==> src/logic/cluster_pkg.sv <==
// shared bus types, memory-port types and address region codes
// imported by every RTL block of the cluster and by the testbench
package cluster_pkg;

    typedef logic [31:0] data_t;  // one bus word
    typedef logic [3:0]  strb_t;  // byte enables, bit n for byte n

    localparam int DMEM_ADDR_W = 12;  // word index, 16 KiB total
    localparam int DMEM_WORDS  = 2 ** DMEM_ADDR_W;

    // selector values seen on address bits 30:28
    localparam logic [2:0] ADDR_SEL_DMEM = 3'b001;
    localparam logic [2:0] ADDR_SEL_VMEM = 3'b010;
    localparam logic [2:0] ADDR_SEL_IO   = 3'b100;  // bit 12 splits perf/hart

    typedef enum logic [1:0] {
        REGION_DMEM = 2'd0,
        REGION_VMEM = 2'd1,
        REGION_PERF = 2'd2,
        REGION_HART = 2'd3
    } region_e;

    // request as presented by one core; zero address means idle
    typedef struct packed {
        logic  we;
        data_t addr;
        data_t wdata;
        strb_t wstrb;
    } dbus_req_t;

    // one access on a data-memory port after arbitration
    typedef struct packed {
        logic                   re;
        logic                   we;
        logic [DMEM_ADDR_W-1:0] idx;    // word index
        data_t                  wdata;
        strb_t                  wstrb;
    } dmem_req_t;

endpackage

==> src/logic/dmem_arbiter.sv <==
// round-robin arbiter granting up to two buffered core requests per cycle
// onto the two data-memory ports and routing read data back by core
`timescale 1ns/100ps

module dmem_arbiter #(
    parameter int NUM_CORES  = 4,
    parameter int CORE_IDX_W = $clog2(NUM_CORES)
) (
    input  logic                   clk_i,
    input  logic                   reset_i,
    input  logic [NUM_CORES-1:0]   pend_i,
    input  cluster_pkg::dbus_req_t pend_req_i [NUM_CORES],
    output logic [NUM_CORES-1:0]   grant_o,
    output logic [NUM_CORES-1:0]   resp_valid_o,
    output cluster_pkg::data_t     resp_data_o [NUM_CORES],
    output cluster_pkg::dmem_req_t port_a_o,
    output cluster_pkg::dmem_req_t port_b_o,
    input  cluster_pkg::data_t     rdata_a_i,
    input  cluster_pkg::data_t     rdata_b_i
);
    import cluster_pkg::*;

    function automatic dmem_req_t to_dmem(logic vld, dbus_req_t r);
        dmem_req_t m;
        m.re    = vld && !r.we;
        m.we    = vld && r.we;
        m.idx   = r.addr[DMEM_ADDR_W+1:2];  // byte address to word index
        m.wdata = r.wdata;
        m.wstrb = r.wstrb;
        return m;
    endfunction

    logic [CORE_IDX_W-1:0] rr_ptr_q;  // first core to consider
    logic [CORE_IDX_W-1:0] sel_a;
    logic [CORE_IDX_W-1:0] sel_b;
    logic                  sel_a_vld;
    logic                  sel_b_vld;
    logic [CORE_IDX_W-1:0] resp_a_q;  // core served by port a last cycle
    logic [CORE_IDX_W-1:0] resp_b_q;
    logic                  resp_a_vld_q;
    logic                  resp_b_vld_q;

    // scan from the pointer, first hit to port a, second to port b
    always_comb begin
        logic [CORE_IDX_W-1:0] cand;
        sel_a     = '0;
        sel_b     = '0;
        sel_a_vld = 1'b0;
        sel_b_vld = 1'b0;
        for (int k = 0; k < NUM_CORES; k++) begin
            cand = CORE_IDX_W'((int'(rr_ptr_q) + k) % NUM_CORES);
            if (pend_i[cand]) begin
                if (!sel_a_vld) begin
                    sel_a     = cand;
                    sel_a_vld = 1'b1;
                end else if (!sel_b_vld) begin
                    sel_b     = cand;
                    sel_b_vld = 1'b1;
                end
            end
        end
    end

    assign port_a_o = to_dmem(sel_a_vld, pend_req_i[sel_a]);
    assign port_b_o = to_dmem(sel_b_vld, pend_req_i[sel_b]);

    always_ff @(posedge clk_i) begin
        if (reset_i) begin
            rr_ptr_q     <= '0;
            resp_a_vld_q <= 1'b0;
            resp_b_vld_q <= 1'b0;
        end else begin
            if (sel_b_vld) begin
                rr_ptr_q <= CORE_IDX_W'((int'(sel_b) + 1) % NUM_CORES);
            end else if (sel_a_vld) begin
                rr_ptr_q <= CORE_IDX_W'((int'(sel_a) + 1) % NUM_CORES);
            end
            resp_a_vld_q <= sel_a_vld;
            resp_b_vld_q <= sel_b_vld;
        end
    end

    always_ff @(posedge clk_i) begin
        resp_a_q <= sel_a;
        resp_b_q <= sel_b;
    end

    for (genvar i = 0; i < NUM_CORES; i++) begin : g_route
        logic hit_a;
        logic hit_b;
        assign grant_o[i] = (sel_a_vld && sel_a == CORE_IDX_W'(i))
                         || (sel_b_vld && sel_b == CORE_IDX_W'(i));
        assign hit_a = resp_a_vld_q && (resp_a_q == CORE_IDX_W'(i));
        assign hit_b = resp_b_vld_q && (resp_b_q == CORE_IDX_W'(i));
        assign resp_valid_o[i] = hit_a || hit_b;
        assign resp_data_o[i]  = hit_a ? rdata_a_i : (hit_b ? rdata_b_i : '0);
    end

    // each port's grant lands on its own core in the grant vector
    assert property (@(posedge clk_i) disable iff (reset_i)
        $countones(grant_o) == int'(sel_a_vld) + int'(sel_b_vld));

endmodule

==> config.mk <==
export PLATFORM = sky130hd
export DESIGN_NAME = dmem_arbiter
export DESIGN_NICKNAME = d
export VERILOG_FILES = /design/src/logic/cluster_pkg.sv /design/src/logic/dmem_arbiter.sv
export SDC_FILE = /design/constraint.sdc
export NUM_CORES = 1
export LEC_CHECK = 0
export ABC_AREA = 1
export BUFFER_PORTS_ARGS = -buffer_cell sky130_fd_sc_hd__buf_4
export CAP_MARGIN = 20
export CELL_PAD_IN_SITES_DETAIL_PLACEMENT = 1
export CELL_PAD_IN_SITES_GLOBAL_PLACEMENT = 1
export CORE_AREA = 5 5 221 223
export CTS_BUF_LIST = sky130_fd_sc_hd__clkbuf_16
export DETAILED_ROUTE_END_ITERATION = 10
export DIE_AREA = 0 0 226 228
export PLACE_DENSITY = 0.59
export SYNTH_ARGS = -nofsm -noshare
export SYNTH_HDL_FRONTEND = slang
export SYNTH_SLANG_ARGS = --single-unit
==> constraint.sdc <==
create_clock -name clk_i -period 7.2 [get_ports clk_i]
set_input_delay 1.44 -clock clk_i [delete_from_list [all_inputs] [get_ports clk_i]]
set_output_delay 1.44 -clock clk_i [all_outputs]
set_load 0.01 [all_outputs]
## Word level (Yosys, flattened, before mapping)

Cells that the tools add are included.

| storage, ports and cells | value |
|---|---|
| output and inout bits | 236 |
| input bits | 346 |
| register bits after elaboration | 8 |
| word-level logic and storage cells | 114 |

| operators by class | value |
|---|---|
| equal/unequal tests | 12 |
| bitwise logic cells | 2 |
| magnitude comparators | 6 |
| reduce and logical (&&, ||, !) cells | 35 |
| add/sub/neg operators | 5 |
| mux-type cells | 49 |

Operators with widths:

| kind | count |
|---|---|
| binary-select mux 69 bit (select 2 bit) | 2 |
| 2-to-1 mux 69 bit | 4 |
| 2-to-1 mux 32 bit | 8 |
| 2-to-1 mux 2 bit | 17 |
| logical AND 1 bit | 20 |
| == test 2 bit (second input constant) | 8 |
| 2-to-1 mux 1 bit | 14 |
| < comparator 2 x 3 -> 1 bit (second input constant) | 4 |
| binary-select mux 1 bit (select 2 bit) | 4 |
| == test 2 x 1 -> 1 bit (second input constant) | 4 |
| logical NOT 2 bit | 4 |
| logical OR 1 bit | 8 |
| adder 2 x 1 -> 2 bit (second input constant) | 3 |
| >= comparator 3 bit (second input constant) | 2 |
| NOT 2 -> 3 bit | 2 |
| adder 2 bit (second input constant) | 2 |
| logical NOT 1 bit | 2 |
| nonzero test 2 bit | 1 |

## Depth between registers and ports, before layout

| depth | value |
|---|---|
| word-level depth | 17 |
| mapped depth | 20 |
| gate-level depth less buffers | 19 |

## Worst setup path after synthesis

No wires, ideal clock.

| path | value |
|---|---|
| path kind | in2out |
| from | in pend_i[3] |
| to | out port_a_o[49] (netlist bit) |
| arrival time | 3.153 ns |
| cell stages on the path | 17 |
| required time | 5.760 ns |
| path buffers | 1 |
| path slack | 2.607 ns |
| cells stage by stage | inv_1 nand2_1 nand3_2 nand2_4 ha_1 inv_1 nand2_1 nand2_1 nand2_1 nand2_1 nand2_1 nand2_2 inv_1 nor2_2 buf_2 nand2_1 a31oi_1 |

RTL lines:

| what | line | RTL |
|---|---|---|
| start, declared | dmem_arbiter.sv:11 | `input logic [NUM_CORES-1:0] pend_i,` |
| end, declared | dmem_arbiter.sv:16 | `output cluster_pkg::dmem_req_t port_a_o,` |

==> flow_summary.ini <==
[run_status]
outcome = finished clean

[synthesis]
share_of_the_yosys_chip_area_belonging_to_registers_pct = 3.55
netlist_top_cells_count = sky130_fd_sc_hd__nand2_1 (283), sky130_fd_sc_hd__o22ai_1 (129), sky130_fd_sc_hd__inv_1 (117)
synth_area_um2 = 4510
yosys.cell_types.count = 30
synth_ff_type = sky130_fd_sc_hd__dfxtp_1
synth_warnings = 0
synth_nets = 1226
synth_area_per_cell_um2 = 5.14
synth.area.top_cells = sky130_fd_sc_hd__nand2_1 (24%), sky130_fd_sc_hd__o22ai_1 (18%), sky130_fd_sc_hd__a22oi_1 (10%), sky130_fd_sc_hd__inv_1 (9.7%), sky130_fd_sc_hd__nand3_1 (7.7%)
post_synth_inst_count = 878
synth_top_cell_area_share_pct = 23.6
synthMostInstantiatedCell = sky130_fd_sc_hd__nand2_1
synth_enable_flop_cells = 0
synth_async_sr_flop_share_pct = 0
synth.largest_area_cell = sky130_fd_sc_hd__nand2_1
postSynthRegisterBits = 8

[job]
drv.max_cap_violation_count = 0

[pwr]
p_per_area_nw_per_um2 = 760
cellLeakagePower_nw = 4.68
vdd_drop_max_uv = 309

[sta]
max_freq_ghz = 0.175
clock_skew_ns = 0.000599
remaining_max_slew_budget_at_the_tightest_pin_pct = 43.8
layout_setup_ws_ns = 1.50
time_the_final_worst_path_needs_with_i_o_delays_and_setup_ns = 5.70
finalHoldViolCount = 0
rsz0062_at_grt = no
slew_violations = 0
fin_hold_ws_ns = 0.780
final_min_period_over_clock_period_pct = 79.2
final_number_of_setup_violating_endpoints = 0
worst_slew_pin_tran_ns = 0.841
finalSetupTns_ns = 0

[global_routing]
global_route.overflow_total = 0
global_route.usage.total_pct = 13.8
pin_count_of_the_biggest_net_entering_global_routing = 50
globalRouteMet1Util_pct = 14.8
grt-busiest-layer = met2
vias_in_the_first_global_route = 9204
met2_global_route_usage_pct = 26.5
grt_first_pass_wirelength_um = 56300
global_route.usage.met3_pct = 3.62
grt_antenna_before_repair = 1

[place]
numPortBuffers = 501
dp_hpwl_um = 30400
numPlacedInstances = 1936
place_congestion = 0.816
place_worst_setup_slack_ns = 1.40

[die]
start_util_pct = 9.73
fp.dieArea_um2 = 51500
num_rows = 79
die_boundary_height_um = 228
io_pins = 582
die-width_um = 226
core_region_area_um2 = 46400

[clock_tree]
cts_tree = done
library_cell_used_as_clock_root_buffer = sky130_fd_sc_hd__clkbuf_16
cts.repair.resized = 0
clk_path_buf_depth = 2
holdBufCountCts = 0
post_cts_buffers = 0
cts.sink_count = 8
clkSlewWorstSetupHoldPaths_ns = 0.04
number_of_h_tree_branching_levels = 1
cts_buffers = 3
clkLatencyLatePin_ns = 0.23

[layout]
total_inserted_antenna_cells = 0
area.growth.synth_to_final_pct = 99.4
finalNonFillerCells = 1939
drive_gt1_share_pct = 42.0
layout.nets = 1682
filler_cell_count = 5883
finalCoreUtilization_pct = 19.4

[routing]
avgViaCountPerCell = 4.36
avgRoutedWirePerCell_um = 20.0
iteration_0_drc_count_of_the_detailed_router = 294
vias = 8449
detail_route.drc_violations = 0
drtAntennaViolNets = 0
drtPass1Iterations = 4
routed_wl_um = 38800

[worst_setup_path]
timing.critical_path.arrival_ns = 4.26
worst_ep_required_time_ns = 5.76
critical_path.startpoint_type = primary input
critical_path.endpoint_type = output port
crit_path_max_fanout = 49
path_class = primary input to output port

[worst_hold_path]
worst_hold_path_type = flip-flop to flip-flop
## critical path: stages
cell and delay [ns]:
sky130_fd_sc_hd__buf_4 0.11, sky130_fd_sc_hd__inv_1 0.07, sky130_fd_sc_hd__nand2_1 0.09, sky130_fd_sc_hd__nand2_1 0.11
sky130_fd_sc_hd__nand2_1 0.05, sky130_fd_sc_hd__nand2_1 0.18, sky130_fd_sc_hd__nand3_2 0.13, sky130_fd_sc_hd__nand2_2 0.10
sky130_fd_sc_hd__inv_1 0.05, sky130_fd_sc_hd__nand2_2 0.10, sky130_fd_sc_hd__nand3_2 0.11, sky130_fd_sc_hd__nand2_4 0.49
sky130_fd_sc_hd__inv_4 0.06, sky130_fd_sc_hd__nor2_4 0.08, sky130_fd_sc_hd__buf_4 0.56, sky130_fd_sc_hd__nand2_1 0.12
sky130_fd_sc_hd__nand4_1 0.20, sky130_fd_sc_hd__buf_4 0.16
## kinds of logic after synthesis
| family | Yosys count | share of synthesized area [%] |
|---|---|---|
| buf+inv | 191 | 17.4 |
| fa+ha+maj | 2 | 0.555 |
| compound gates | 236 | 35.2 |
| simple gates | 441 | 43.3 |
| flops | 8 | 3.55 |
## stage by stage
| step | cell area (um^2) | total power [mW] |
|---|---|---|
| 2_1_floorplan | 4510 | 3.40 |
| 4_1_cts | 8990 | 7.01 |
| 3_3_place_gp | 8920 | 6.85 |
| 6_report | 8990 | 6.83 |
| 5_1_grt | 8990 | 7.42 |
| 3_5_place_dp | 8920 | 6.89 |
## registers in the layout, indices dropped and copies added, names as in the netlist
signal        flops
resp_a_vld_q      1
resp_b_vld_q      1
resp_b_q          2
resp_a_q          2
rr_ptr_q          2
## final timing paths
kind                    start           end  slack, ns  cells after the start
setup / recovery    pend_i[1]  port_b_o[45]       1.50                     18
hold / removal    rr_ptr_q[1]   rr_ptr_q[1]       0.78                      4
setup reg to reg  rr_ptr_q[0]   resp_b_q[1]       4.33                     11
hold reg to reg   rr_ptr_q[1]   rr_ptr_q[1]       0.78                      4
## power breakdown
part           switching (mW)  internal [mW]  leakage (nW)
logic                    4.03           2.61          4.58
clock network          0.0218         0.0716        0.0370
registers              0.0266         0.0669        0.0671
total                    4.08           2.75          4.68
## cells in the final DEF, fill, tap and decap left out, drive strengths merged
| cell type | netlist | layout |
|---|---|---|
| ha | 2 | 2 |
| o22ai | 129 | 129 |
| nand2 | 298 | 298 |
| nand4 | 30 | 30 |
| nor3 | 5 | 5 |
| nor2 | 35 | 35 |
| clkbuf | 40 | 3 |
| o2111ai | 18 | 18 |
| a31oi | 1 | 1 |
| dfxtp | 8 | 8 |
| buf | 29 | 520 |
| a22o | 2 | 2 |
| inv | 122 | 122 |
| o21ai | 6 | 6 |
| a21oi | 20 | 20 |
| a22oi | 60 | 60 |
| nand3 | 73 | 73 |
## final cells by class
cell class | instances | area [um^2] | share of cell area, %
clock buffers | 3 | 75.1 | 0.835
inverters | 122 | 460 | 5.12
well taps | 607 | 759 | 8.45
repair buffers | 520 | 3950 | 44.0
flip-flops and latches | 8 | 160 | 1.78
multi-input cells | 679 | 3580 | 39.8
## layer usage
metal	share of wire [%]	vias up
li1	-	3976
met3	9.1	45
met5	0.034	-
met1	37	3996
met2	52	430
met4	2.1	2
No activity file was read; power rests on OpenSTA's default activity.
