[config.mk]
export PLATFORM = sky130hd
export DESIGN_NAME = core_port
export DESIGN_NICKNAME = d
export VERILOG_FILES = /design/src/logic/cluster_pkg.sv /design/src/logic/core_port.sv /design/src/logic/perf_counter.sv
export SDC_FILE = /design/constraint.sdc
export NUM_CORES = 1
export LEC_CHECK = 0
export ABC_AREA = 1
export BUFFER_PORTS_ARGS = -buffer_cell sky130_fd_sc_hd__buf_2
export CAP_MARGIN = 30
export CORE_ASPECT_RATIO = 1.1
export CORE_UTILIZATION = 44
export DETAILED_ROUTE_END_ITERATION = 8
export PLACE_DENSITY = 0.79
export REMOVE_ABC_BUFFERS = 1
export SLEW_MARGIN = 20
export SYNTH_ARGS = -nofsm -noshare
export SYNTH_HDL_FRONTEND = slang
export SYNTH_SLANG_ARGS = --single-unit
[constraint.sdc]
create_clock -name clk_i -period 4.3 [get_ports clk_i]
set_clock_uncertainty 0.15 [all_clocks]
set_input_delay 0.215 -clock clk_i [delete_from_list [all_inputs] [get_ports clk_i]]
set_output_delay 0.215 -clock clk_i [all_outputs]
set_load 0.01 [all_outputs]
[src/logic/cluster_pkg.sv]
// shared bus types, memory-port types and address region codes
// imported by every RTL block of the cluster and by the testbench
package cluster_pkg;

    typedef logic [31:0] data_t;  // one bus word
    typedef logic [3:0]  strb_t;  // byte enables, bit n for byte n

    localparam int DMEM_ADDR_W = 12;  // word index, 16 KiB total
    localparam int DMEM_WORDS  = 2 ** DMEM_ADDR_W;

    // selector values seen on address bits 30:28
    localparam logic [2:0] ADDR_SEL_DMEM = 3'b001;
    localparam logic [2:0] ADDR_SEL_VMEM = 3'b010;
    localparam logic [2:0] ADDR_SEL_IO   = 3'b100;  // bit 12 splits perf/hart

    typedef enum logic [1:0] {
        REGION_DMEM = 2'd0,
        REGION_VMEM = 2'd1,
        REGION_PERF = 2'd2,
        REGION_HART = 2'd3
    } region_e;

    // request as presented by one core; zero address means idle
    typedef struct packed {
        logic  we;
        data_t addr;
        data_t wdata;
        strb_t wstrb;
    } dbus_req_t;

    // one access on a data-memory port after arbitration
    typedef struct packed {
        logic                   re;
        logic                   we;
        logic [DMEM_ADDR_W-1:0] idx;    // word index
        data_t                  wdata;
        strb_t                  wstrb;
    } dmem_req_t;

endpackage

[src/logic/core_port.sv]
// one core's data-bus port: region decode, data-memory request buffer,
// stall generation and selection of the returned read data
`timescale 1ns/100ps

module core_port (
    input  logic                   clk_i,
    input  logic                   reset_i,
    input  cluster_pkg::data_t     hart_idx_i,
    input  cluster_pkg::dbus_req_t req_i,
    output logic                   stall_o,
    output cluster_pkg::data_t     rdata_o,
    output logic                   pend_o,
    output cluster_pkg::dbus_req_t pend_req_o,
    input  logic                   grant_i,
    input  logic                   resp_valid_i,
    input  cluster_pkg::data_t     resp_data_i
);
    import cluster_pkg::*;

    function automatic region_e decode_region(data_t addr);
        region_e r;
        case (addr[30:28])
            ADDR_SEL_DMEM: r = REGION_DMEM;
            ADDR_SEL_VMEM: r = REGION_VMEM;
            ADDR_SEL_IO:   r = addr[12] ? REGION_HART : REGION_PERF;
            default:       r = REGION_VMEM;  // unmapped acts like video
        endcase
        return r;
    endfunction

    region_e   region;
    region_e   region_q;   // region of the request being answered
    logic      new_req;
    logic      dmem_hit;
    logic      pend_q;     // buffered, waiting for a grant
    logic      wait_q;     // granted, data returns this cycle
    logic      perf_we;
    dbus_req_t buf_q;
    data_t     perf_rdata;

    assign region   = decode_region(req_i.addr);
    assign new_req  = (req_i.addr != '0) && !pend_q && !wait_q;  // old request ignored in completion
    assign dmem_hit = new_req && (region == REGION_DMEM);
    assign perf_we  = new_req && (region == REGION_PERF) && req_i.we && (req_i.addr[3:0] == 4'h0);
    assign stall_o  = dmem_hit || pend_q;

    assign pend_o     = pend_q;
    assign pend_req_o = buf_q;

    always_ff @(posedge clk_i) begin
        if (reset_i) begin
            pend_q   <= 1'b0;
            wait_q   <= 1'b0;
            region_q <= REGION_VMEM;  // reads as zero
        end else begin
            if (dmem_hit) begin
                pend_q <= 1'b1;
            end else if (pend_q && grant_i) begin
                pend_q <= 1'b0;
            end
            wait_q <= pend_q && grant_i;
            if (wait_q) begin
                region_q <= REGION_VMEM;
            end else if (!pend_q) begin
                region_q <= region;
            end
        end
    end

    always_ff @(posedge clk_i) begin
        if (dmem_hit) begin
            buf_q <= req_i;
        end
    end

    always_comb begin
        case (region_q)
            REGION_DMEM: rdata_o = resp_valid_i ? resp_data_i : '0;
            REGION_PERF: rdata_o = perf_rdata;
            REGION_HART: rdata_o = hart_idx_i;
            default:     rdata_o = '0;
        endcase
    end

    perf_counter perf_counter_i (
        .clk_i    (clk_i),
        .reset_i  (reset_i),
        .we_i     (perf_we),
        .sel_hi_i (!req_i.addr[2]),
        .ctrl_i   (req_i.wdata[1:0]),
        .rdata_o  (perf_rdata)
    );

    // the core must hold its request while stalled
    assert property (@(posedge clk_i) disable iff (reset_i) stall_o |=> $stable(req_i));

    // a grant is answered by the arbiter exactly one cycle later
    assert property (@(posedge clk_i) disable iff (reset_i) pend_q && grant_i |=> resp_valid_i);

endmodule

[src/logic/perf_counter.sv]
// per-core 64-bit cycle counter, controlled by a write to offset 0
// read returns the low or high half one cycle after the request
`timescale 1ns/100ps

module perf_counter (
    input  logic               clk_i,
    input  logic               reset_i,
    input  logic               we_i,      // control write strobe
    input  logic               sel_hi_i,  // high word when set
    input  logic [1:0]         ctrl_i,
    output cluster_pkg::data_t rdata_o
);

    logic [63:0] count_q;
    logic [1:0]  ctrl_q;

    always_ff @(posedge clk_i) begin
        if (reset_i) begin
            ctrl_q  <= 2'd0;  // clear mode
            rdata_o <= '0;
        end else begin
            if (we_i) begin
                ctrl_q <= ctrl_i;
            end
            rdata_o <= sel_hi_i ? count_q[63:32] : count_q[31:0];
        end
    end

    // 0 clears, 1 counts, 2 and 3 hold
    always_ff @(posedge clk_i) begin
        case (ctrl_q)
            2'd0:    count_q <= '0;
            2'd1:    count_q <= count_q + 64'd1;
            default: count_q <= count_q;
        endcase
    end

endmodule

# == Word-level counts from Yosys, hierarchy flattened ==
# Index checks and enable logic that the tools add are counted.
# classes
eq_ne,6
muxes,8
addsub,1
n_reduce_logical,18
# ops
op,count
case mux 64 bit (2 select lines),1
case mux 32 bit (3 select lines),1
adder 64 x 1 -> 64 bit (second input constant),1
two-way mux 32 bit,2
nonzero test 32 bit,1
logical AND 1 bit,7
== test 2 bit (second input constant),3
logical NOT 2 bit,3
logical NOT 4 bit,1
case mux 2 bit (2 select lines),1
nonzero test 2 bit,2
== test 3 x 1 -> 1 bit (second input constant),1
== test 3 bit (second input constant),1
two-way mux 1 bit,3
== test 2 x 1 -> 1 bit (second input constant),1
logical NOT 1 bit,2
OR reduction 2 bit,1
logical OR 1 bit,1
# word_totals
input_bits,137
out_inout_bits,103
elab_cells,43
ff_bits,171

# == Longest topological paths before layout ==
# Gate-level depths: netlist of the first run.
# logic_depth
ltp_word,6
mapped_depth,10

# == Modules after synthesis ==
# A second synthesis of the first run with hierarchy kept.
# hier_totals
cells_unflattened,1072
area_unflattened_um2,8892.3
# modules_own_cells
mod,area_each_um2,instances,cells_each
perf_counter,5655.4,1,780
core_port,3236.9,1,292

# == Least setup slack after synthesis of the first run ==
# Ideal clock, no wire load.
# synth_timing
kind,flip-flop to flip-flop
startpoint,register pend_q (netlist: pend_o)
endpoint,"register buf_q, in the netlist pend_req_o[0] (enable)"
slack_ns,1.663
period_less_slack_ns,2.637
t_arrival_ns,2.064
setup_time_ns,0.423
stages_incl_launch_ff,4
cell_sequence,dfxtp_1 -> nor2_1 -> nand3_1 -> inv_1
# synth_between
elab_chain_cells,4
# synth_lines
item,line_no,source
from (decl),core_port.sv:35,logic pend_q;
from (signal assigned),core_port.sv:52,pend_q <= 1'b0;
from (signal assigned),core_port.sv:57,pend_q <= 1'b1;
from (signal assigned),core_port.sv:59,pend_q <= 1'b0;
logical NOT 1 bit,--,
logical AND 1 bit (2 in series),core_port.sv:42,assign new_req = (req_i.addr != '0) && !pend_q && !wait_q;
logical AND 1 bit,core_port.sv:43,assign dmem_hit = new_req && (region == REGION_DMEM);
net dmem_hit,core_port.sv:34,logic dmem_hit;
to (signal assigned),core_port.sv:72,buf_q <= req_i;
to (decl),core_port.sv:38,dbus_req_t buf_q;
# The timed path passes the listed nets, and every way through them passes these cells.
# A chain may end at the register's enable or synchronous reset.

# == Final worst setup path of the first run ==
# layout_timing
startpoint,input port req_i[63] (netlist name)
endpoint,"register buf_q, in the netlist pend_req_o[18] (enable)"
# layout_between
elab_chain_cells,4
# layout_lines
item,line_no,source
from (decl),core_port.sv:9,"input cluster_pkg::dbus_req_t req_i,"
nonzero test 32 bit,core_port.sv:42,
logical AND 1 bit (2 in series),core_port.sv:42,
logical AND 1 bit,core_port.sv:43,
net dmem_hit,core_port.sv:34,
# The timed path passes the listed nets, and every way through them passes these cells.

==> results.toml, run 1 <==
[outcome]
status = "finished, final reports clean"

[logic_synthesis]
syn_inst = 1018
seq_area_frac_synth_pct = 55.65
yosys-top-cells-area = "edfxtp_1 (47%), nand2_1 (9.3%), nand3_1 (9.0%)"
avgSynthCellArea_sq_um = 8.393
synth_cell_types = 27
syn_area_sq_mm = 0.008544
netlist.area_leader.share_pct = 46.74
yosysWarnings = 0
ys_seq_elements = 171
synth_top_area_cell = "edfxtp_1"

[cells_and_area]
syn_to_final_growth_pct = 32.51
multi_input_area_sq_mm = 0.003333
final_cell_mix = "buf_2 (239), nand2_1 (212), nand3_1 (154)"
layout.cells.non_filler = 1587
num-fill-cells = 1647
final_nets = 1462
drive_gt1_share_pct = 23.41
layout_commonest_cell = "buf_2"
seqCellArea_sq_mm = 0.004756

[global_routing]
antenna_found_initial = 2
grt_pass1_vias = 8031
grt_pass1_wl_um = 44930
overflow = 0
grt_max_degree = 45
grt_use_total_pct = 30.35

[floorplan]
pin_count = 240
chipHeight_um = 148.2
die_area_sq_mm = 0.01998
coreArea_sq_mm = 0.01910
num_rows = 53
die_w_um = 134.9
start_util_pct = 44.74

[cts]
clk_pin_slew_ps = 70
root_buffer = "clkbuf_16"
cts_tree = "built"
clk_latency_ps = 430
cts_buffers = 17
postCtsSetupRepairBufs = 0
cts.htree.levels = 4
holdBufCountCts = 71
post_cts_resized = 0
clkSinkCount = 171
cts_buffer_depth = 2

[worst_setup_path]
endpoint_kind = "flop"
critPathKind = "primary input to flop"
crit_family = "buffers and inverters"
cp_slowest_stage_delay_ps = 520
cp_cell_sequence = "dlygate4sd3_1 -> buf_2 -> inv_1 -> nand2_1 -> nor2_1 -> nand2_1 -> nor2_1 -> nand2_1 -> nand3_1 -> inv_2 -> buf_4"
worst-path-max-fanout = 31
path_depth = 11
path_buf_inv = 5
crit_path_top_delay_cell = "dlygate4sd3_1"
startpoint_type = "primary input"
required_ps = 4250
cp_common_cell = "nand2_1"
critPathArrivalTime_ps = 2560
worst_r2r_path_depth = 4

[detailed_routing]
num_vias = 8776
wl_per_cell_um = 19.15
ant_nets = 0
avgViaCountPerCell = 5.530
drc = 0
drt-initial-drc-count = 1012
dr.pass1.iters = 6
routed_wirelength_um = 30390

[pwr]
leakage_nw = 4.133
powerDensity_mw_per_mm2 = 320.7
total_power_mw = 3.631
irDropWorstVdd_mv = 0.2683

[timing]
timing.final.ws_setup_ps = 1686
hold_ws_ps = 262.4
fin_crit_ps = 2614
setup_violations = 0
post-route-period-util_pct = 60.78
setup_tns_ps = 0
hold_viol = 0
max_freq_mhz = 382.6
max_slew_margin_pct = 46.09
worst_pin_slew_ps = 807.5
slew_violations = 0
rsz0062_at_grt = "no"

[min_path]
hp-class = "primary input to flop"
hold-path-cell-count = 3

[place]
gp_congestion = 0.9764
post-place-cells = 1481
place_ws_ps = 1988
dpl.hpwl_um = 21100
placement.io_buffers = 239

[job]
cap_viol_max_count = 0
## flip-flops by register name, summed over array words and instances, names as in the netlist
register                cells
pend_o                      1
perf_counter_i.count_q     64
region_q                    2
pend_req_o                 69
perf_counter_i.ctrl_q       2
wait_q                      1
perf_counter_i.rdata_o     32
## synthesized netlist by cell type
cell type    n
nand2_1    212
nand3_1    154
nor2_1     154
edfxtp_1   133
a21oi_1     84
inv_1       83
o21ai_0     56
dfxtp_1     38
clkbuf_1    28
nand4_1     19
nor2_4      10
nand2_2      7
buf_1        6
nor2_2       6
xor2_1       6
nor3_1       5
or2_0        4
inv_2        3
xnor2_1      2
a311oi_1     1
and2_0       1
and2_1       1
buf_2        1
clkinv_1     1
ha_1         1
nand2_4      1
o211ai_1     1
## path summary, 6_finish.rpt
path	start	to	slack (ps)
worst max-delay path	req_i[63]	pend_req_o[18]	1690
worst min-delay path	req_i[38]	perf_counter_i.rdata_o[27]	260
worst max register to register	pend_o	pend_req_o[18]	2030
worst min register to register	wait_q	region_q[1]	410
## stage by stage
step | utilization (%) | area [sq um]
after floorplan | - | 8412
after global placement | 52.34 | 9996
after detailed placement | 52.50 | 10030
after CTS | 59.24 | 11310
after global routing | 59.26 | 11320
final | 59.28 | 11320
## power by group
part           internal [mW]  leakage (nW)  switching, mW
logic                  0.134          2.12          0.156
registers               1.81          1.73         0.0157
clock network          0.776         0.280          0.743
total                   2.72          4.13          0.915
## logic make-up after synthesis
kind of cell / Yosys count / share of synthesized area, %
simple gates: 574 / 29.62
flops: 171 / 55.65
compound gates: 142 / 8.391
buf+inv: 122 / 5.374
xor+xnor: 8 / 0.8201
fa+ha+maj: 1 / 0.1464
## final cells by class
cell class,count,area share [%]
Tap cell,247,2.730
Inverter,87,2.884
Clock inverter,14,1.315
Timing Repair Buffer,322,17.77
Antenna cell,3,0.06631
Sequential cell,171,42.00
Clock buffer,18,3.790
Multi-Input combinational cell,725,29.44
## worst min-delay path: stages
cell	delay, ps
buf_2	140
buf_4	270
a21oi_1	180
## metal layers
layer / share of wire, % / up-vias / GRT usage [%]
li1: - / 4058 / -
met1: 39 / 4114 / 37.49
met2: 49 / 503 / 51.29
met3: 7.6 / 101 / 4.840
met4: 4.7 / 0 / 15.45
met5: 0 / - / 0
(Power assumes the default switching activity.)
==> run 2: changes to the inputs <==
Clock period 4.3 ns to 2.7 ns, I/O delays scaled along.
==> run 2 against run 1 <==
Compared with the run above: worst setup slack lost 1300 ps; clock power grew 60%; wire length shrank 2.3%; total power grew 60%; hold slack lost 5.7 ps; register-to-register slack lost 1500 ps; flip-flop and latch count is the same; clock-buffer cell count shrank 1; first-iteration DRC count shrank 16%; combinational power grew 59%; cell count grew 0.13%; cell area grew 0.36%; highest routed layer unchanged.
==> results.toml, run 2 (same netlist as run 1, synthesis figures left out) <==
[global_routing]
grt_max_degree = 70
grt_pass1_wl_um = 44440
grt_pass1_vias = 8209
grt_use_total_pct = 29.66
antenna_found_initial = 2
overflow = 0

[floorplan]
start_util_pct = 44.74
die_area_sq_mm = 0.01998
coreArea_sq_mm = 0.01910
num_rows = 53
die_w_um = 134.9
pin_count = 240
chipHeight_um = 148.2

[detailed_routing]
drt-initial-drc-count = 849
avgViaCountPerCell = 5.461
drc = 0
wl_per_cell_um = 18.68
num_vias = 8678
routed_wirelength_um = 29680
dr.pass1.iters = 7
ant_nets = 0

[pwr]
total_power_mw = 5.792
leakage_nw = 4.153
powerDensity_mw_per_mm2 = 509.7
irDropWorstVdd_mv = 0.4452

[cts]
postCtsSetupRepairBufs = 0
cts_tree = "built"
cts_buffer_depth = 2
post_cts_resized = 0
holdBufCountCts = 72
clk_latency_ps = 440
cts.htree.levels = 4
clk_pin_slew_ps = 80
cts_buffers = 17
clkSinkCount = 171
root_buffer = "clkbuf_16"

[timing]
slew_violations = 0
hold_ws_ps = 256.7
max_slew_margin_pct = 55.98
setup_tns_ps = 0
max_freq_mhz = 433.2
post-route-period-util_pct = 85.50
hold_viol = 0
rsz0062_at_grt = "no"
setup_violations = 0
worst_pin_slew_ps = 660.3
fin_crit_ps = 2308

[worst_setup_path]
critPathKind = "flop to output port"
startpoint_type = "flop"
worst-path-max-fanout = 40
required_ps = 2410
critPathArrivalTime_ps = 2020
endpoint_kind = "output port"

[job]
cap_viol_max_count = 0

[cells_and_area]
largest_reg_flops = 69
final_nets = 1465
design_area_sq_mm = 0.01136
drive_gt1_share_pct = 23.51
syn_to_final_growth_pct = 32.99
final_cell_mix = "buf_2 (239), nand2_1 (212), nand3_1 (154)"
layout_commonest_cell = "buf_2"
layout.cells.non_filler = 1589

[place]
post-place-cells = 1483
dpl.hpwl_um = 21200
gp_congestion = 0.9978
placement.io_buffers = 239
place_area_sq_mm = 0.01006

[min_path]
hp-class = "primary input to flop"

[outcome]
status = "finished, final reports clean"
## run 2: worst paths after layout
path	slack, ps	to	cells after the start	startpoint
worst max register to register	540	perf_counter_i.count_q[56]	8	perf_counter_i.count_q[0]
worst max-delay path	390	rdata_o[8]	4	region_q[1]
worst min-delay path	260	pend_req_o[14]	2	req_i[14]
worst min register to register	340	region_q[0]	2	wait_q
## run 2: area by class of cell
class | instances | area (sq um)
antenna | 2 | 5.005
fill | 1597 | 7735
timing repair buffer | 325 | 2059
inverter | 87 | 326.6
multi-input combinational | 725 | 3333
clock inverter | 15 | 148.9
clock buffer | 17 | 425.4
tap | 247 | 309.0
sequential | 171 | 4756
## run 2: routing by layer
metal | up-vias | track usage (%) | routed length [um]
met3 | 68 | 6.851 | 2415
met5 | - | 0 | 0
met1 | 4083 | 35.23 | 11460
met4 | 0 | 13.65 | 1143
met2 | 455 | 50.82 | 14660
li1 | 4072 | - | -
## run 2: power breakdown
part | total (mW) | leakage (nW) | internal, mW | switching (mW)
clock | 2.43 | 0.275 | 1.23 | 1.20
combinational | 0.461 | 2.14 | 0.217 | 0.245
sequential | 2.90 | 1.73 | 2.88 | 0.0248
total | 5.79 | 4.15 | 4.32 | 1.47
## run 2: per-stage QoR
stage                     setup WS [ps]  util [%]
after floorplan                   60.66         -
after global placement            588.3     52.69
after detailed placement          566.0     52.69
after CTS                         380.7     59.47
after global routing              279.6     59.50
final                             391.5     59.50
## run 2: worst max-delay path, stage by stage (launching register included)
cell	delay [ps]
dfxtp_2	660
buf_4	460
nand3_1	180
nand3_1	130
buf_2	140
